### src/cachePkg.sv
// ######################################
// Shared cache types: data word, address,
// byte mask, request structs, FSM states
// ######################################

package cachePkg;

    // 32-bit data word
    typedef logic [31:0] wordT;

    // Byte address from the processor
    typedef logic [31:0] addrT;

    // One enable bit per byte lane
    typedef logic [3:0] maskT;

    // Processor request, held stable while cpuReqValid is high
    typedef struct packed {
        addrT addr;
        wordT wData;
        maskT byteMask;
        logic write;
    } cpuReqT;

    // Single-word memory transfer
    // Address is always word aligned
    typedef struct packed {
        addrT addr;
        wordT wData;
        logic write;
    } memReqT;

    // Controller states
    typedef enum logic [2:0] {
        idle,
        lookup,
        writeBack,
        refill,
        respond
    } ctrlState;

endpackage

### src/cacheWay.sv
// ######################################
// One way of the data cache: tags, valid
// and dirty bits, byte-masked data blocks
// ######################################

`timescale 1ns/1ns

module cacheWay import cachePkg::*; #(
    parameter int sets = 2,
    parameter int words = 4,
    localparam int indexBits = $clog2(sets),
    localparam int offsetBits = $clog2(words),
    localparam int tagBits = 30 - indexBits - offsetBits
) (
    input  logic                  clk,
    input  logic                  reset,
    input  logic [indexBits-1:0]  set,
    input  logic [offsetBits-1:0] wordOffset,
    input  logic [tagBits-1:0]    tagIn,
    input  logic                  writeTag,
    input  logic                  validIn,
    input  logic                  dirtyIn,
    input  logic                  writeWord,
    input  wordT                  wData,
    input  maskT                  byteMask,
    output logic [tagBits-1:0]    tagOut,
    output logic                  valid,
    output logic                  dirty,
    output wordT                  rData
);

    // Block state, one entry per set
    logic [tagBits-1:0] tagMem [sets];
    logic [sets-1:0]    validMem;
    logic [sets-1:0]    dirtyMem;

    // Block data, words per set
    wordT dataMem [sets][words];

    always_ff @(posedge clk) begin
        if (reset) begin
            validMem <= '0;
            dirtyMem <= '0;
        end else if (writeTag) begin
            validMem[set] <= validIn;
            dirtyMem[set] <= dirtyIn;
        end
    end

    // Tag changes together with valid and dirty
    always_ff @(posedge clk) begin
        if (writeTag) begin
            tagMem[set] <= tagIn;
        end
    end

    // Refill drives a full mask, stores drive the request mask
    always_ff @(posedge clk) begin
        for (int lane = 0; lane < 4; lane++) begin
            if (writeWord && byteMask[lane]) begin
                dataMem[set][wordOffset][lane*8 +: 8] <= wData[lane*8 +: 8];
            end
        end
    end

    // Asynchronous read of the addressed set and word
    assign tagOut = tagMem[set];
    assign valid  = validMem[set];
    assign dirty  = dirtyMem[set];
    assign rData  = dataMem[set][wordOffset];

endmodule

### src/wayMerge.sv
// ######################################
// Way combining: tag compare, hit select,
// LRU bits and victim choice
// ######################################

`timescale 1ns/1ns

module wayMerge import cachePkg::*; #(
    parameter int sets = 2,
    parameter int words = 4,
    localparam int indexBits = $clog2(sets),
    localparam int offsetBits = $clog2(words),
    localparam int tagBits = 30 - indexBits - offsetBits
) (
    input  logic                 clk,
    input  logic                 reset,
    input  logic [indexBits-1:0] set,
    input  logic [tagBits-1:0]   reqTag,
    input  logic [tagBits-1:0]   tag0,
    input  logic [tagBits-1:0]   tag1,
    input  logic                 valid0,
    input  logic                 valid1,
    input  logic                 dirty0,
    input  logic                 dirty1,
    input  wordT                 rData0,
    input  wordT                 rData1,
    input  logic                 lruTouch,
    input  logic                 touchWay,
    output logic                 hit,
    output logic                 hitWay,
    output logic                 victimWay,
    output logic                 victimDirty,
    output logic [tagBits-1:0]   victimTag,
    output wordT                 rData
);

    // Bit set means way 1 is least recently used
    logic [sets-1:0] lruBits;
    logic            hit0;
    logic            hit1;

    assign hit0   = valid0 && (tag0 == reqTag);
    assign hit1   = valid1 && (tag1 == reqTag);
    assign hit    = hit0 || hit1;
    assign hitWay = hit1;

    // Fill an empty way first, way 0 before way 1
    always_comb begin
        if (!valid0) begin
            victimWay = 1'b0;
        end else if (!valid1) begin
            victimWay = 1'b1;
        end else begin
            victimWay = lruBits[set];
        end
    end

    assign victimDirty = victimWay ? dirty1 : dirty0;
    assign victimTag   = victimWay ? tag1 : tag0;

    // On a miss the victim word is returned, which feeds write-back
    assign rData = (hit ? hitWay : victimWay) ? rData1 : rData0;

    // Touched way becomes most recently used
    always_ff @(posedge clk) begin
        if (reset) begin
            lruBits <= '0;
        end else if (lruTouch) begin
            lruBits[set] <= ~touchWay;
        end
    end

endmodule

### src/cacheController.sv
// ######################################
// Cache controller FSM: lookup, write-back,
// refill, respond and both bus handshakes
// ######################################

`timescale 1ns/1ns

module cacheController import cachePkg::*; #(
    parameter int sets = 2,
    parameter int words = 4,
    localparam int indexBits = $clog2(sets),
    localparam int offsetBits = $clog2(words),
    localparam int tagBits = 30 - indexBits - offsetBits
) (
    input  logic                  clk,
    input  logic                  reset,
    // Processor side
    input  logic                  cpuReqValid,
    input  cpuReqT                cpuReq,
    output logic                  cpuAck,
    output wordT                  cpuRData,
    // Memory side
    output logic                  memReqValid,
    output memReqT                memReq,
    input  logic                  memAck,
    input  wordT                  memRData,
    // From wayMerge
    input  logic                  hit,
    input  logic                  hitWay,
    input  logic                  victimWay,
    input  logic                  victimDirty,
    input  logic [tagBits-1:0]    victimTag,
    input  wordT                  wayRData,
    // To both ways
    output logic [indexBits-1:0]  set,
    output logic [offsetBits-1:0] wordOffset,
    output logic [tagBits-1:0]    reqTag,
    output wordT                  wayWData,
    output maskT                  wayMask,
    output logic                  writeWord0,
    output logic                  writeWord1,
    output logic                  writeTag0,
    output logic                  writeTag1,
    output logic                  validIn,
    output logic                  dirtyIn,
    // LRU update
    output logic                  lruTouch,
    output logic                  touchWay
);

    ctrlState              state;
    logic [offsetBits-1:0] wordCount;
    logic                  fillWay;
    logic                  lastWord;
    logic                  memTake;
    logic                  memFree;
    logic                  storeNow;
    logic                  fillNow;
    logic                  tagFill;
    logic                  accessWay;
    logic                  blockXfer;
    wordT                  mergedWord;

    // Address fields of the current request
    assign reqTag = cpuReq.addr[31 -: tagBits];
    assign set    = cpuReq.addr[offsetBits+2 +: indexBits];

    assign blockXfer  = (state == writeBack) || (state == refill);
    assign wordOffset = blockXfer ? wordCount : cpuReq.addr[2 +: offsetBits];
    assign lastWord   = (wordCount == offsetBits'(words - 1));

    // Ack seen for the current word, then ack released
    assign memTake = memReqValid && memAck;
    assign memFree = !memReqValid && !memAck;

    // Write-back uses the victim tag, refill the request tag
    always_comb begin
        memReq.addr  = {(state == writeBack) ? victimTag : reqTag, set, wordCount, 2'b00};
        memReq.wData = wayRData;
        memReq.write = (state == writeBack);
    end

    // Way write controls
    assign storeNow  = (state == respond) && !cpuAck && cpuReq.write;
    assign fillNow   = (state == refill) && memTake;
    assign tagFill   = fillNow && lastWord;
    assign accessWay = (state == respond) ? hitWay : fillWay;

    assign writeWord0 = (storeNow || fillNow) && !accessWay;
    assign writeWord1 = (storeNow || fillNow) && accessWay;
    assign writeTag0  = (storeNow || tagFill) && !accessWay;
    assign writeTag1  = (storeNow || tagFill) && accessWay;
    assign validIn    = storeNow || tagFill;
    assign dirtyIn    = storeNow;

    assign wayWData = (state == refill) ? memRData : cpuReq.wData;
    assign wayMask  = (state == refill) ? 4'hF : cpuReq.byteMask;

    assign lruTouch = (state == respond) && !cpuAck;
    assign touchWay = hitWay;

    // Store data merged over the cached word, lane by lane
    always_comb begin
        for (int lane = 0; lane < 4; lane++) begin
            mergedWord[lane*8 +: 8] = (cpuReq.write && cpuReq.byteMask[lane]) ?
                cpuReq.wData[lane*8 +: 8] : wayRData[lane*8 +: 8];
        end
    end

    always_ff @(posedge clk) begin
        if ((state == respond) && !cpuAck) begin
            cpuRData <= mergedWord;
        end
    end

    always_ff @(posedge clk) begin
        if (reset) begin
            state       <= idle;
            cpuAck      <= 1'b0;
            memReqValid <= 1'b0;
            wordCount   <= '0;
            fillWay     <= 1'b0;
        end else begin
            case (state)
                idle: begin
                    if (cpuReqValid) begin
                        state <= lookup;
                    end
                end
                lookup: begin
                    if (hit) begin
                        state <= respond;
                    end else begin
                        fillWay     <= victimWay;
                        wordCount   <= '0;
                        memReqValid <= 1'b1;
                        state       <= victimDirty ? writeBack : refill;
                    end
                end
                writeBack, refill: begin
                    if (memTake) begin
                        memReqValid <= 1'b0;
                    end else if (memFree) begin
                        // Word finished, move on
                        if (!lastWord) begin
                            wordCount   <= wordCount + 1'b1;
                            memReqValid <= 1'b1;
                        end else if (state == writeBack) begin
                            wordCount   <= '0;
                            memReqValid <= 1'b1;
                            state       <= refill;
                        end else begin
                            wordCount <= '0;
                            state     <= lookup;
                        end
                    end
                end
                respond: begin
                    if (!cpuAck) begin
                        cpuAck <= 1'b1;
                    end else if (!cpuReqValid) begin
                        cpuAck <= 1'b0;
                        state  <= idle;
                    end
                end
                default: state <= idle;
            endcase
        end
    end

endmodule

### src/dataCache.sv
// ######################################
// Two-way write-back data cache top
// ######################################

`timescale 1ns/1ns

module dataCache import cachePkg::*; #(
    parameter int sets = 2,
    parameter int words = 4,
    localparam int indexBits = $clog2(sets),
    localparam int offsetBits = $clog2(words),
    localparam int tagBits = 30 - indexBits - offsetBits
) (
    input  logic   clk,
    input  logic   reset,
    input  logic   cpuReqValid,
    input  cpuReqT cpuReq,
    output logic   cpuAck,
    output wordT   cpuRData,
    output logic   memReqValid,
    output memReqT memReq,
    input  logic   memAck,
    input  wordT   memRData
);

    // Shared way controls
    logic [indexBits-1:0]  set;
    logic [offsetBits-1:0] wordOffset;
    logic [tagBits-1:0]    reqTag;
    wordT                  wayWData;
    maskT                  wayMask;
    logic                  writeWord0;
    logic                  writeWord1;
    logic                  writeTag0;
    logic                  writeTag1;
    logic                  validIn;
    logic                  dirtyIn;

    // Way lookup results
    logic [tagBits-1:0] tag0;
    logic [tagBits-1:0] tag1;
    logic               valid0;
    logic               valid1;
    logic               dirty0;
    logic               dirty1;
    wordT               rData0;
    wordT               rData1;

    // Merged results and LRU update
    logic               hit;
    logic               hitWay;
    logic               victimWay;
    logic               victimDirty;
    logic [tagBits-1:0] victimTag;
    wordT               wayRData;
    logic               lruTouch;
    logic               touchWay;

    cacheWay #(.sets(sets), .words(words)) way0 (
        .clk(clk), .reset(reset), .set(set), .wordOffset(wordOffset),
        .tagIn(reqTag), .writeTag(writeTag0), .validIn(validIn), .dirtyIn(dirtyIn),
        .writeWord(writeWord0), .wData(wayWData), .byteMask(wayMask),
        .tagOut(tag0), .valid(valid0), .dirty(dirty0), .rData(rData0)
    );

    cacheWay #(.sets(sets), .words(words)) way1 (
        .clk(clk), .reset(reset), .set(set), .wordOffset(wordOffset),
        .tagIn(reqTag), .writeTag(writeTag1), .validIn(validIn), .dirtyIn(dirtyIn),
        .writeWord(writeWord1), .wData(wayWData), .byteMask(wayMask),
        .tagOut(tag1), .valid(valid1), .dirty(dirty1), .rData(rData1)
    );

    wayMerge #(.sets(sets), .words(words)) merge (
        .clk(clk), .reset(reset), .set(set), .reqTag(reqTag),
        .tag0(tag0), .tag1(tag1), .valid0(valid0), .valid1(valid1),
        .dirty0(dirty0), .dirty1(dirty1), .rData0(rData0), .rData1(rData1),
        .lruTouch(lruTouch), .touchWay(touchWay), .hit(hit), .hitWay(hitWay),
        .victimWay(victimWay), .victimDirty(victimDirty), .victimTag(victimTag),
        .rData(wayRData)
    );

    cacheController #(.sets(sets), .words(words)) ctrl (
        .clk(clk), .reset(reset), .cpuReqValid(cpuReqValid), .cpuReq(cpuReq),
        .cpuAck(cpuAck), .cpuRData(cpuRData), .memReqValid(memReqValid),
        .memReq(memReq), .memAck(memAck), .memRData(memRData),
        .hit(hit), .hitWay(hitWay), .victimWay(victimWay), .victimDirty(victimDirty),
        .victimTag(victimTag), .wayRData(wayRData), .set(set), .wordOffset(wordOffset),
        .reqTag(reqTag), .wayWData(wayWData), .wayMask(wayMask),
        .writeWord0(writeWord0), .writeWord1(writeWord1),
        .writeTag0(writeTag0), .writeTag1(writeTag1),
        .validIn(validIn), .dirtyIn(dirtyIn), .lruTouch(lruTouch), .touchWay(touchWay)
    );

endmodule

### config.mk
export PLATFORM = sky130hd
export DESIGN_NAME = dataCache
export DESIGN_NICKNAME = d
export VERILOG_FILES = /design/src/cachePkg.sv /design/src/cacheWay.sv /design/src/wayMerge.sv /design/src/cacheController.sv /design/src/dataCache.sv
export SDC_FILE = /design/constraint.sdc
export NUM_CORES = 1
export LEC_CHECK = 0
export CAP_MARGIN = 20
export CELL_PAD_IN_SITES_DETAIL_PLACEMENT = 2
export CELL_PAD_IN_SITES_GLOBAL_PLACEMENT = 2
export CORE_MARGIN = 2
export CORE_UTILIZATION = 52
export DETAILED_ROUTE_END_ITERATION = 7
export DONT_BUFFER_PORTS = 1
export GPL_TIMING_DRIVEN = 0
export PLACE_DENSITY = 0.88
export SYNTH_ARGS = -nofsm -noshare
export SYNTH_HDL_FRONTEND = slang
export SYNTH_SLANG_ARGS = --single-unit
### constraint.sdc
create_clock -name clk -period 12.75 [get_ports clk]
set_input_delay 1.9125 -clock clk [delete_from_list [all_inputs] [get_ports clk]]
set_output_delay 1.9125 -clock clk [all_outputs]
set_load 0.1 [all_outputs]
Word level (Yosys, flattened, before mapping)
Memories as Yosys holds them, arrays and structs flattened.
Cells that the tools add are included.

cells by class
  equal/unequal tests = 16
  multipliers = 0
  mux-type cells = 857
  add/sub/neg operators = 1
  divide/modulo/power cells = 0
  shift operators = 0
  order comparisons = 4
  bitwise logic cells = 771
  reductions and logical operators = 41

operators by type and width
  cell                count
  $mux 128            8
  $mux 1              804
  $or 1x1->1          768
  $demux 32 s2        4
  $mux 32             7
  $bmux 32 s2         2
  $eq 27x27->1        2
  $mux 27             2
  $mux 8              5
  $logic_and 1x1->1   26
  $mux 24             1
  $mux 3              7
  $mux 16             1
  $mux 2              6
  $pmux 3 s4          1
  $bwmux 2            5
  $ne 2x2->1 const B  4
  $reduce_and 4->1    2
  $eq 3x2->1 const B  2
  $ne 2x1->1 const B  3
  $reduce_and 6->1    1
  $logic_not 1->1     4
  $logic_or 1x1->1    4
  $mux 4              1
  19 further kinds    20

storage, ports and cells
  flip-flop bits (word level) = 50
  bits in read-only memories = 0
  bits of input ports = 105
  memory bits (writable) = 620
  output and inout port bits = 99
  logic and storage cells = 1705
  memories kept = 4
  latch bits = 0

memory list
  memory        depth  width  rd ports  clocked after memory_dff  write ports  line            source
  way0.dataMem  2      128    1         0                         1            cacheWay.sv:38  wordT dataMem [sets][words];
  way1.dataMem  2      128    1         0                         1            cacheWay.sv:38
  way0.tagMem   2      27     1         0                         1            cacheWay.sv:33  logic [tagBits-1:0] tagMem [sets];
  way1.tagMem   2      27     1         0                         1            cacheWay.sv:33

Depth between registers and ports, before layout
Gate-level depths: netlist of the first run.

  depth in word-level cells = 12
  mapped depth = 12
  mapped depth without buffers = 8

Hierarchy
A second synthesis of the first run with hierarchy kept.

unflattened totals
  cell total of the unflattened synthesis = 1467
  area total of the unflattened synthesis = 29268.1 um^2

modules (own cells, without submodules)
  module            seq. area each (um^2)  times used  area each (um^2)  cells an instance
  cacheWay at way0  9389.0                 1           12166.7           523
  cacheWay at way1  9389.0                 1           12164.2           523
  cacheController   1121.1                 1           3375.7            271
  wayMerge          40.0                   1           1561.5            150

Least setup slack after synthesis of the first run
OpenSTA, ideal clock, no wires.

  path type = input to output
  from = input port cpuReq[41] in the netlist's numbering
  to = output port memReq[10] in the netlist's numbering
  setup slack = 5586 ps
  path buffers = 4
  required time = 10837 ps
  cell stages on the path = 12
  data arrival time = 5252 ps
  cell sequence = buf_6 -> buf_6 -> mux2i_1 -> xor2_1 -> nand4_1 -> nor4_4 -> nand4_4 -> nand2_4 -> buf_8 -> buf_8 -> mux2i_1 -> mux2i_1

RTL lines
  element      line             source
  from (decl)  dataCache.sv:17  input cpuReqT cpuReq,
  to (decl)    dataCache.sv:21  output memReqT memReq,

==> results of run 1 <==
[cell families after synthesis]
| logic type | count (synthesis) | synth area share |
|---|---|---|
| AOI/OAI and AO/OA | 49 | 0.01247 |
| muxes | 378 | 0.2037 |
| xor gates and xnor gates | 55 | 0.01709 |
| other | 1 | 0.0001330 |
| adders and majority gates | 1 | 0.0004438 |
| DFF | 670 | 0.7073 |
| and+or+nand+nor | 273 | 0.04257 |
| buffers and inverters | 88 | 0.01624 |
[layout make-up]
class                           count  area share
Clock inverter                     29    0.008318
Sequential cell                   670      0.6108
Timing Repair Buffer               66     0.02982
Multi-Input combinational cell    758      0.2476
Clock buffer                      100     0.06252
Antenna cell                        2   0.0001533
Buffer                             76     0.01273
Tap cell                          696     0.02668
Inverter                           12    0.001380
[cell usage after synthesis, drive strengths merged (2+ instances only)]
master / instances
a21oi: 11
nand2: 111
o211ai: 8
nand2b: 3
o21ba: 3
xnor2: 30
a211oi: 2
a21boi: 3
o2111ai: 2
edfxtp: 652
buf: 53
mux2: 66
nand4: 8
clkbuf: 23
nor3: 8
o311ai: 4
inv: 12
xor2: 25
mux4: 150
and2: 6
nor2: 86
mux2i: 162
nor4: 8
o21ai: 8
dfxtp: 18
nand3: 39
[metrics by stage]
step | setup WS [ns] | area [um^2] | util
finish | 4.595 | 32640 | 0.6078
floorplan | 5.586 | 28190 | -
CTS | 4.834 | 32260 | 0.6006
global placement | 4.378 | 29060 | 0.5412
global route | 4.636 | 32640 | 0.6077
detailed placement | 5.106 | 29950 | 0.5576
[path summary, 6_finish.rpt]
path	start	to	slack, ns	cells after the start
max	cpuReq[41]	memReq[14]	4.59	12
max reg2reg	ctrl.state[1]	way0.dataMem[0][34]	7.50	9
min	way1.validMem[0]	way1.validMem[0]	0.54	2
min reg2reg	way1.validMem[0]	way1.validMem[0]	0.54	2
[sequential cells by signal, summed over array words and instances, names as in the netlist]
signal,flops
ctrl.cpuAck,1
way1.dirtyMem,2
ctrl.cpuRData,32
ctrl.memReqValid,1
ctrl.state,3
way0.dirtyMem,2
ctrl.fillWay,1
ctrl.wordCount,2
way0.validMem,2
way0.tagMem,54
way1.dataMem,256
merge.lruBits,2
way1.validMem,2
way1.tagMem,54
way0.dataMem,256
[worst min-delay path, cell delays in order, from the launching register on]
cell	delay, ns
sky130_fd_sc_hd__dfxtp_1	0.36
sky130_fd_sc_hd__a21oi_1	0.06
sky130_fd_sc_hd__nor2_1	0.09
[power by group]
group          switching, mW  total, mW  internal, mW
clock                  0.953       2.17          1.22
combinational          0.506      0.684         0.178
sequential           0.00457       2.44          2.43
total                   1.46       5.29          3.83
[layer usage]
layer  track usage  routed length (um)  vias up
met3       0.08090               10410      352
li1              -                   -     6342
met4        0.2021                7029        4
met1        0.4814               39980     9186
met2        0.6209               54560     1430
met5             0                  31        -
==> results_tabular.tex, run 1 <==
\begin{tabular}{lr}
\hline
Metric & Value \\
\hline
\multicolumn{2}{l}{\textbf{Clock tree}} \\
\quad Maximum count of clock buffers along a single path & 3 \\
\quad Worst skew pair latency & 0.65 ns \\
\quad Register clock-pin slew on the reported worst setup and hold paths & 0.06 ns \\
\quad Number of buffers added by the clock tree synthesis step & 71 \\
\quad CTS resizes & 0 \\
\quad Hold-fix buffers, CTS & 0 \\
\quad CTS tree & yes \\
\quad Post-CTS setup buffers & 0 \\
\quad H-tree depth & 3 \\
\quad Number of sinks on the clock net & 670 \\
\quad CTS root buf & sky130\_fd\_sc\_hd\_\_clkbuf\_16 \\
\multicolumn{2}{l}{\textbf{Placement}} \\
\quad Cells after DPL & 2244 \\
\quad Number of port buffers & 0 \\
\quad Weighted congestion at the end of routability-driven global placement & 0.8065 \\
\quad HPWL reported at the end of detailed placement & 65.67 mm \\
\multicolumn{2}{l}{\textbf{Yosys}} \\
\quad Portion of the post-synthesis area used by sequential elements & 0.7073 \\
\quad Number of enable flip-flop cells after synthesis & 652 \\
\quad Share of Yosys cell area claimed by the top area cell type & 0.6945 \\
\quad Post-synthesis register bit count & 670 \\
\quad Synthesized area & 0.02819 mm\^{}2 \\
\quad Cells after synthesis & 1515 \\
\quad Average size of a mapped cell & 18.61 um\^{}2 \\
\quad Number of distinct library cell variants in the gate-level netlist after synthesis & 51 \\
\quad Yosys warns & 0 \\
\quad Main area contributors after synthesis & sky130\_fd\_sc\_hd\_\_edfxtp\_1, sky130\_fd\_sc\_hd\_\_mux4\_2, sky130\_fd\_sc\_hd\_\_mux2i\_1, sky130\_fd\_sc\_hd\_\_mux2\_2, sky130\_fd\_sc\_hd\_\_nand2\_1 \\
\quad Synth async-reset ratio & 0 \\
\quad Leading area contributor after synthesis & sky130\_fd\_sc\_hd\_\_edfxtp\_1 \\
\quad Prevailing post-synth register cell & sky130\_fd\_sc\_hd\_\_edfxtp\_1 \\
\multicolumn{2}{l}{\textbf{GRT}} \\
\quad Global route total overflow & 0 \\
\quad Via count of the first global-routing pass & 17730 \\
\quad Maximum number of pins on one net before global-route repair & 24 \\
\quad First-pass GRT wire length & 145.7 mm \\
\quad Global-route usage over all layers & 0.3800 \\
\quad Initial antenna violation count & 3 \\
\multicolumn{2}{l}{\textbf{Critical path}} \\
\quad Cell chain of the critical path & buf\_6, buf\_2, mux2i\_1, xnor2\_1, nor4\_1, nand3\_1, o21ai\_2, nand2\_4, buf\_8, buf\_8, mux2i\_1, mux2i\_4 \\
\quad Buffers \& Inverters on Critical Path & 4 \\
\quad Critical Path Source Type & input port \\
\quad Crit path capture type & output pin \\
\quad Arrival time reported for the critical path endpoint & 6.24 ns \\
\quad Cell at the slowest stage of the critical path & sky130\_fd\_sc\_hd\_\_nor4\_1 \\
\quad Critical path class & input port to output pin \\
\quad Data required time at the worst endpoint & 10.84 ns \\
\quad Max FO, Critical Path & 10 \\
\quad Max incr delay on CP & 0.77 ns \\
\quad CP delay by family, top & simple AND/OR/NAND/NOR gates \\
\multicolumn{2}{l}{\textbf{STA}} \\
\quad Count of endpoints failing hold in the final timing report & 0 \\
\quad Final critical delay including setup and external delays & 8.155 ns \\
\quad Final count of negative-setup-slack endpoints & 0 \\
\quad Sum of negative setup slack & 0 ns \\
\quad Max-slew headroom at the worst pin & 0.1175 \\
\quad Post-route clock skew & 0.03812 ns \\
\quad Number of pins with negative max-slew slack in the final report & 0 \\
\quad Final period utilization & 0.6396 \\
\quad Measured slew at the worst slew-check pin & 1.290 ns \\
\quad RSZ-0062 raised after global routing & false \\
\quad Fin Hold WS & 0.5443 ns \\
\quad Timing-limited maximum frequency & 0.1226 GHz \\
\multicolumn{2}{l}{\textbf{Floorplanning}} \\
\quad Die X & 236.8 um \\
\quad Die boundary height & 236.8 um \\
\quad Area of the core & 0.05371 mm\^{}2 \\
\quad Die area & 0.05609 mm\^{}2 \\
\quad Count of standard-cell rows & 85 \\
\quad Effective utilization at floorplan & 0.5249 \\
\quad Boundary Pins & 204 \\
\multicolumn{2}{l}{\textbf{Route}} \\
\quad Total iterations of the first detailed-routing run & 6 \\
\quad Detailed-route DRC error count & 0 \\
\quad Wirelength, routed & 112.0 mm \\
\quad Initial drt markers & 2674 \\
\quad Remaining number of nets flagged by the antenna check after routing & 0 \\
\quad Average via count per standard cell & 7.187 \\
\quad Total number of vias & 17310 \\
\quad Routed wire per std cell & 46.49 um \\
\multicolumn{2}{l}{\textbf{Pwr}} \\
\quad Maximum vdd drop & 0.1616 mV \\
\quad Power density over the cells & 162.2 mW/mm\^{}2 \\
\quad Tot Pwr & 5.294 mW \\
\quad LEAKAGE & 10.59 nW \\
\multicolumn{2}{l}{\textbf{Status}} \\
\quad Result of the run & completed \\
\multicolumn{2}{l}{\textbf{Layout}} \\
\quad Final instance count without filler cells & 2409 \\
\quad Layout cell share with drive strength beyond 1 & 0.2759 \\
\quad Most frequent standard cell in the layout excluding fill and tap cells & sky130\_fd\_sc\_hd\_\_edfxtp\_1 \\
\quad Area occupied by registers & 0.01994 mm\^{}2 \\
\quad \# fillers & 4289 \\
\quad Commonest non-fill, non-tap cells in the layout & sky130\_fd\_sc\_hd\_\_edfxtp\_1, sky130\_fd\_sc\_hd\_\_mux4\_2, sky130\_fd\_sc\_hd\_\_mux2i\_1 \\
\quad Area used by multi-input combinational logic & 0.008082 mm\^{}2 \\
\quad Final net count & 1761 \\
\quad Area overhead of the layout relative to synthesis & 15.80\% \\
\multicolumn{2}{l}{\textbf{Min path}} \\
\quad HP Class & flop to flop \\
\multicolumn{2}{l}{\textbf{Run}} \\
\quad Reported max-cap violation count & 0 \\
\hline
\end{tabular}
Note: power is estimated with default switching activity, not from simulation.
==> run 2: changes to the inputs <==
Settings changed: CORE_UTILIZATION 52 to 44, PLACE_DENSITY 0.88 to 0.8.
Clock period 12.75 ns to 7.5 ns, I/O delays scaled along.
==> run 2 against run 1 <==
Effect of this change:
- clock skew down 0.0070 ns
- global-route usage fell by 9.2 points
- final cell count increased by 6.1%
- flip-flop and latch count did not move
- first-iteration DRC count is 41% lower
- wire length shrank 14%
- utilization fell by 8.8 points
- non-clock buffer count fell by 4
- sequential share of layout area shrank 0.35 points
- via count fell by 7.9%
- clock power increased by 70%
- hold slack got worse by 0.075 ns
- critical endpoint is now memReq[20]
- largest cell class unchanged
==> results_tabular.tex, run 2 (synthesis results as in run 1) <==
\begin{tabular}{lr}
\hline
Metric & Value \\
\hline
\multicolumn{2}{l}{\textbf{Floorplanning}} \\
\quad Die X & 257.1 um \\
\quad Die boundary height & 257.1 um \\
\quad Die area & 0.06611 mm\^{}2 \\
\quad Area of the core & 0.06320 mm\^{}2 \\
\quad Count of standard-cell rows & 92 \\
\quad Effective utilization at floorplan & 0.4461 \\
\quad Boundary Pins & 204 \\
\multicolumn{2}{l}{\textbf{Clock tree}} \\
\quad Worst skew pair latency & 0.62 ns \\
\quad Register clock-pin slew on the reported worst setup and hold paths & 0.06 ns \\
\quad H-tree depth & 3 \\
\quad Hold-fix buffers, CTS & 0 \\
\quad CTS tree & yes \\
\quad CTS root buf & sky130\_fd\_sc\_hd\_\_clkbuf\_16 \\
\quad Maximum count of clock buffers along a single path & 3 \\
\quad Post-CTS setup buffers & 0 \\
\quad Number of sinks on the clock net & 670 \\
\quad CTS resizes & 0 \\
\quad Number of buffers added by the clock tree synthesis step & 72 \\
\multicolumn{2}{l}{\textbf{Critical path}} \\
\quad Data required time at the worst endpoint & 6.38 ns \\
\quad Arrival time reported for the critical path endpoint & 4.97 ns \\
\quad Max FO, Critical Path & 10 \\
\quad Critical path class & input port to output pin \\
\quad Crit path capture type & output pin \\
\quad Critical Path Source Type & input port \\
\multicolumn{2}{l}{\textbf{Placement}} \\
\quad Number of port buffers & 0 \\
\quad Setup Slack @ Placement & 1.513 ns \\
\quad HPWL reported at the end of detailed placement & 61.94 mm \\
\quad Weighted congestion at the end of routability-driven global placement & 0.7925 \\
\quad Dpl cell area & 0.03017 mm\^{}2 \\
\quad Cells after DPL & 2398 \\
\multicolumn{2}{l}{\textbf{Layout}} \\
\quad Commonest non-fill, non-tap cells in the layout & sky130\_fd\_sc\_hd\_\_edfxtp\_1, sky130\_fd\_sc\_hd\_\_mux4\_2, sky130\_fd\_sc\_hd\_\_mux2i\_1 \\
\quad Registers with the most flip-flops & way0.dataMem (256), way1.dataMem (256) \\
\quad Area overhead of the layout relative to synthesis & 16.47\% \\
\quad Most frequent standard cell in the layout excluding fill and tap cells & sky130\_fd\_sc\_hd\_\_edfxtp\_1 \\
\quad Layout cell share with drive strength beyond 1 & 0.2736 \\
\quad Final net count & 1758 \\
\quad Post-route cell area & 0.03283 mm\^{}2 \\
\quad Final instance count without filler cells & 2555 \\
\multicolumn{2}{l}{\textbf{STA}} \\
\quad Measured slew at the worst slew-check pin & 1.225 ns \\
\quad Final critical-path setup slack & 1.407 ns \\
\quad Count of endpoints failing hold in the final timing report & 0 \\
\quad RSZ-0062 raised after global routing & false \\
\quad Number of pins with negative max-slew slack in the final report & 0 \\
\quad Fin Hold WS & 0.4693 ns \\
\quad Final period utilization & 0.8124 \\
\quad Sum of negative setup slack & 0 ns \\
\quad Final critical delay including setup and external delays & 6.093 ns \\
\quad Final count of negative-setup-slack endpoints & 0 \\
\quad Max-slew headroom at the worst pin & 0.1804 \\
\quad Post-route clock skew & 0.03117 ns \\
\quad Timing-limited maximum frequency & 0.1641 GHz \\
\multicolumn{2}{l}{\textbf{Pwr}} \\
\quad LEAKAGE & 10.57 nW \\
\quad Maximum vdd drop & 0.1573 mV \\
\quad Power density over the cells & 271.7 mW/mm\^{}2 \\
\multicolumn{2}{l}{\textbf{Route}} \\
\quad Highest routing layer actually used & met5 \\
\quad Routed length on met3 & 7.421 mm \\
\quad Detailed-route DRC error count & 0 \\
\quad M1 wire length & 35.62 mm \\
\quad Routed wire per std cell & 37.74 um \\
\quad Total iterations of the first detailed-routing run & 5 \\
\quad Total number of vias & 15950 \\
\quad Detailed route wirelength on metal2 & 48.88 mm \\
\quad Remaining number of nets flagged by the antenna check after routing & 0 \\
\quad Average via count per standard cell & 6.244 \\
\quad Initial drt markers & 1578 \\
\quad Wirelength, routed & 96.42 mm \\
\multicolumn{2}{l}{\textbf{Run}} \\
\quad Reported max-cap violation count & 0 \\
\multicolumn{2}{l}{\textbf{GRT}} \\
\quad Global-route usage over all layers & 0.2881 \\
\quad Maximum number of pins on one net before global-route repair & 26 \\
\quad Initial antenna violation count & 5 \\
\quad Global route total overflow & 0 \\
\quad First-pass GRT wire length & 133.3 mm \\
\quad Via count of the first global-routing pass & 17480 \\
\multicolumn{2}{l}{\textbf{Status}} \\
\quad Result of the run & completed \\
\multicolumn{2}{l}{\textbf{Min path}} \\
\quad HP Class & flop to flop \\
\hline
\end{tabular}
## run 2: cell count changes in the layout (fill, tap and decap cells not counted), moves of 2 or more
cell | previous run | this run
sky130_fd_sc_hd__mux2i_2 | 18 | 15
sky130_fd_sc_hd__buf_1 | 10 | 12
sky130_fd_sc_hd__clkinvlp_4 | 1 | 3
sky130_fd_sc_hd__clkbuf_1 | 42 | 40
sky130_fd_sc_hd__inv_6 | 3 | 1
sky130_fd_sc_hd__buf_8 | 24 | 20
sky130_fd_sc_hd__buf_16 | 11 | 9
sky130_fd_sc_hd__buf_4 | 16 | 14
sky130_fd_sc_hd__buf_6 | 26 | 28
sky130_fd_sc_hd__bufinv_16 | 5 | 8
sky130_fd_sc_hd__mux2i_4 | 15 | 18
sky130_fd_sc_hd__clkbuf_8 | 7 | 2
## run 2: worst max-delay path, cell delays in order
cell and delay [ns]:
sky130_fd_sc_hd__buf_6 0.15, sky130_fd_sc_hd__buf_2 0.43, sky130_fd_sc_hd__mux2i_1 0.27, sky130_fd_sc_hd__xnor2_1 0.08, sky130_fd_sc_hd__nor4_1 0.54, sky130_fd_sc_hd__nand4_1 0.34, sky130_fd_sc_hd__o21ai_2 0.36, sky130_fd_sc_hd__nand2_4 0.23
sky130_fd_sc_hd__buf_8 0.25, sky130_fd_sc_hd__buf_8 0.20, sky130_fd_sc_hd__mux2i_1 0.21, sky130_fd_sc_hd__mux2i_4 0.76
## run 2: final timing paths
path	startpoint	endpoint	slack [ns]	depth (start not counted)
setup / recovery	cpuReq[41]	memReq[20]	1.41	12
hold / removal	way0.validMem[0]	way0.validMem[0]	0.47	2
setup reg to reg	ctrl.state[1]	way1.dataMem[0][56]	2.43	9
hold reg to reg	way0.validMem[0]	way0.validMem[0]	0.47	2
## run 2: through the flow
stage            util  total power [mW]
2_1_floorplan       -             4.962
3_3_place_gp   0.4629             5.163
3_5_place_dp   0.4774             5.295
4_1_cts        0.5149             8.940
5_1_grt        0.5195             9.109
6_report       0.5195             8.921
## run 2: where the power goes
group	switching [mW]	internal, mW
logic	0.803	0.294
clock network	1.53	2.15
registers	0.0120	4.13
## run 2: metal layers
metal  up-vias  global-route usage
met1      8513              0.3440
met5         -                   0
met3       244             0.07063
met2       844              0.4921
li1       6349                   -
met4         4              0.1349
## run 2: cell type report
type / count / area [um^2]
clock inverters: 34 / 379.1
clock buffers: 95 / 1993
inverters: 12 / 45.04
well taps: 846 / 1059
fillers: 5428 / 30360
repair buffers: 62 / 889.6
flip-flops and latches: 670 / 19940
multi-input cells: 758 / 8108
diodes: 2 / 5.005
plain buffers: 76 / 415.4
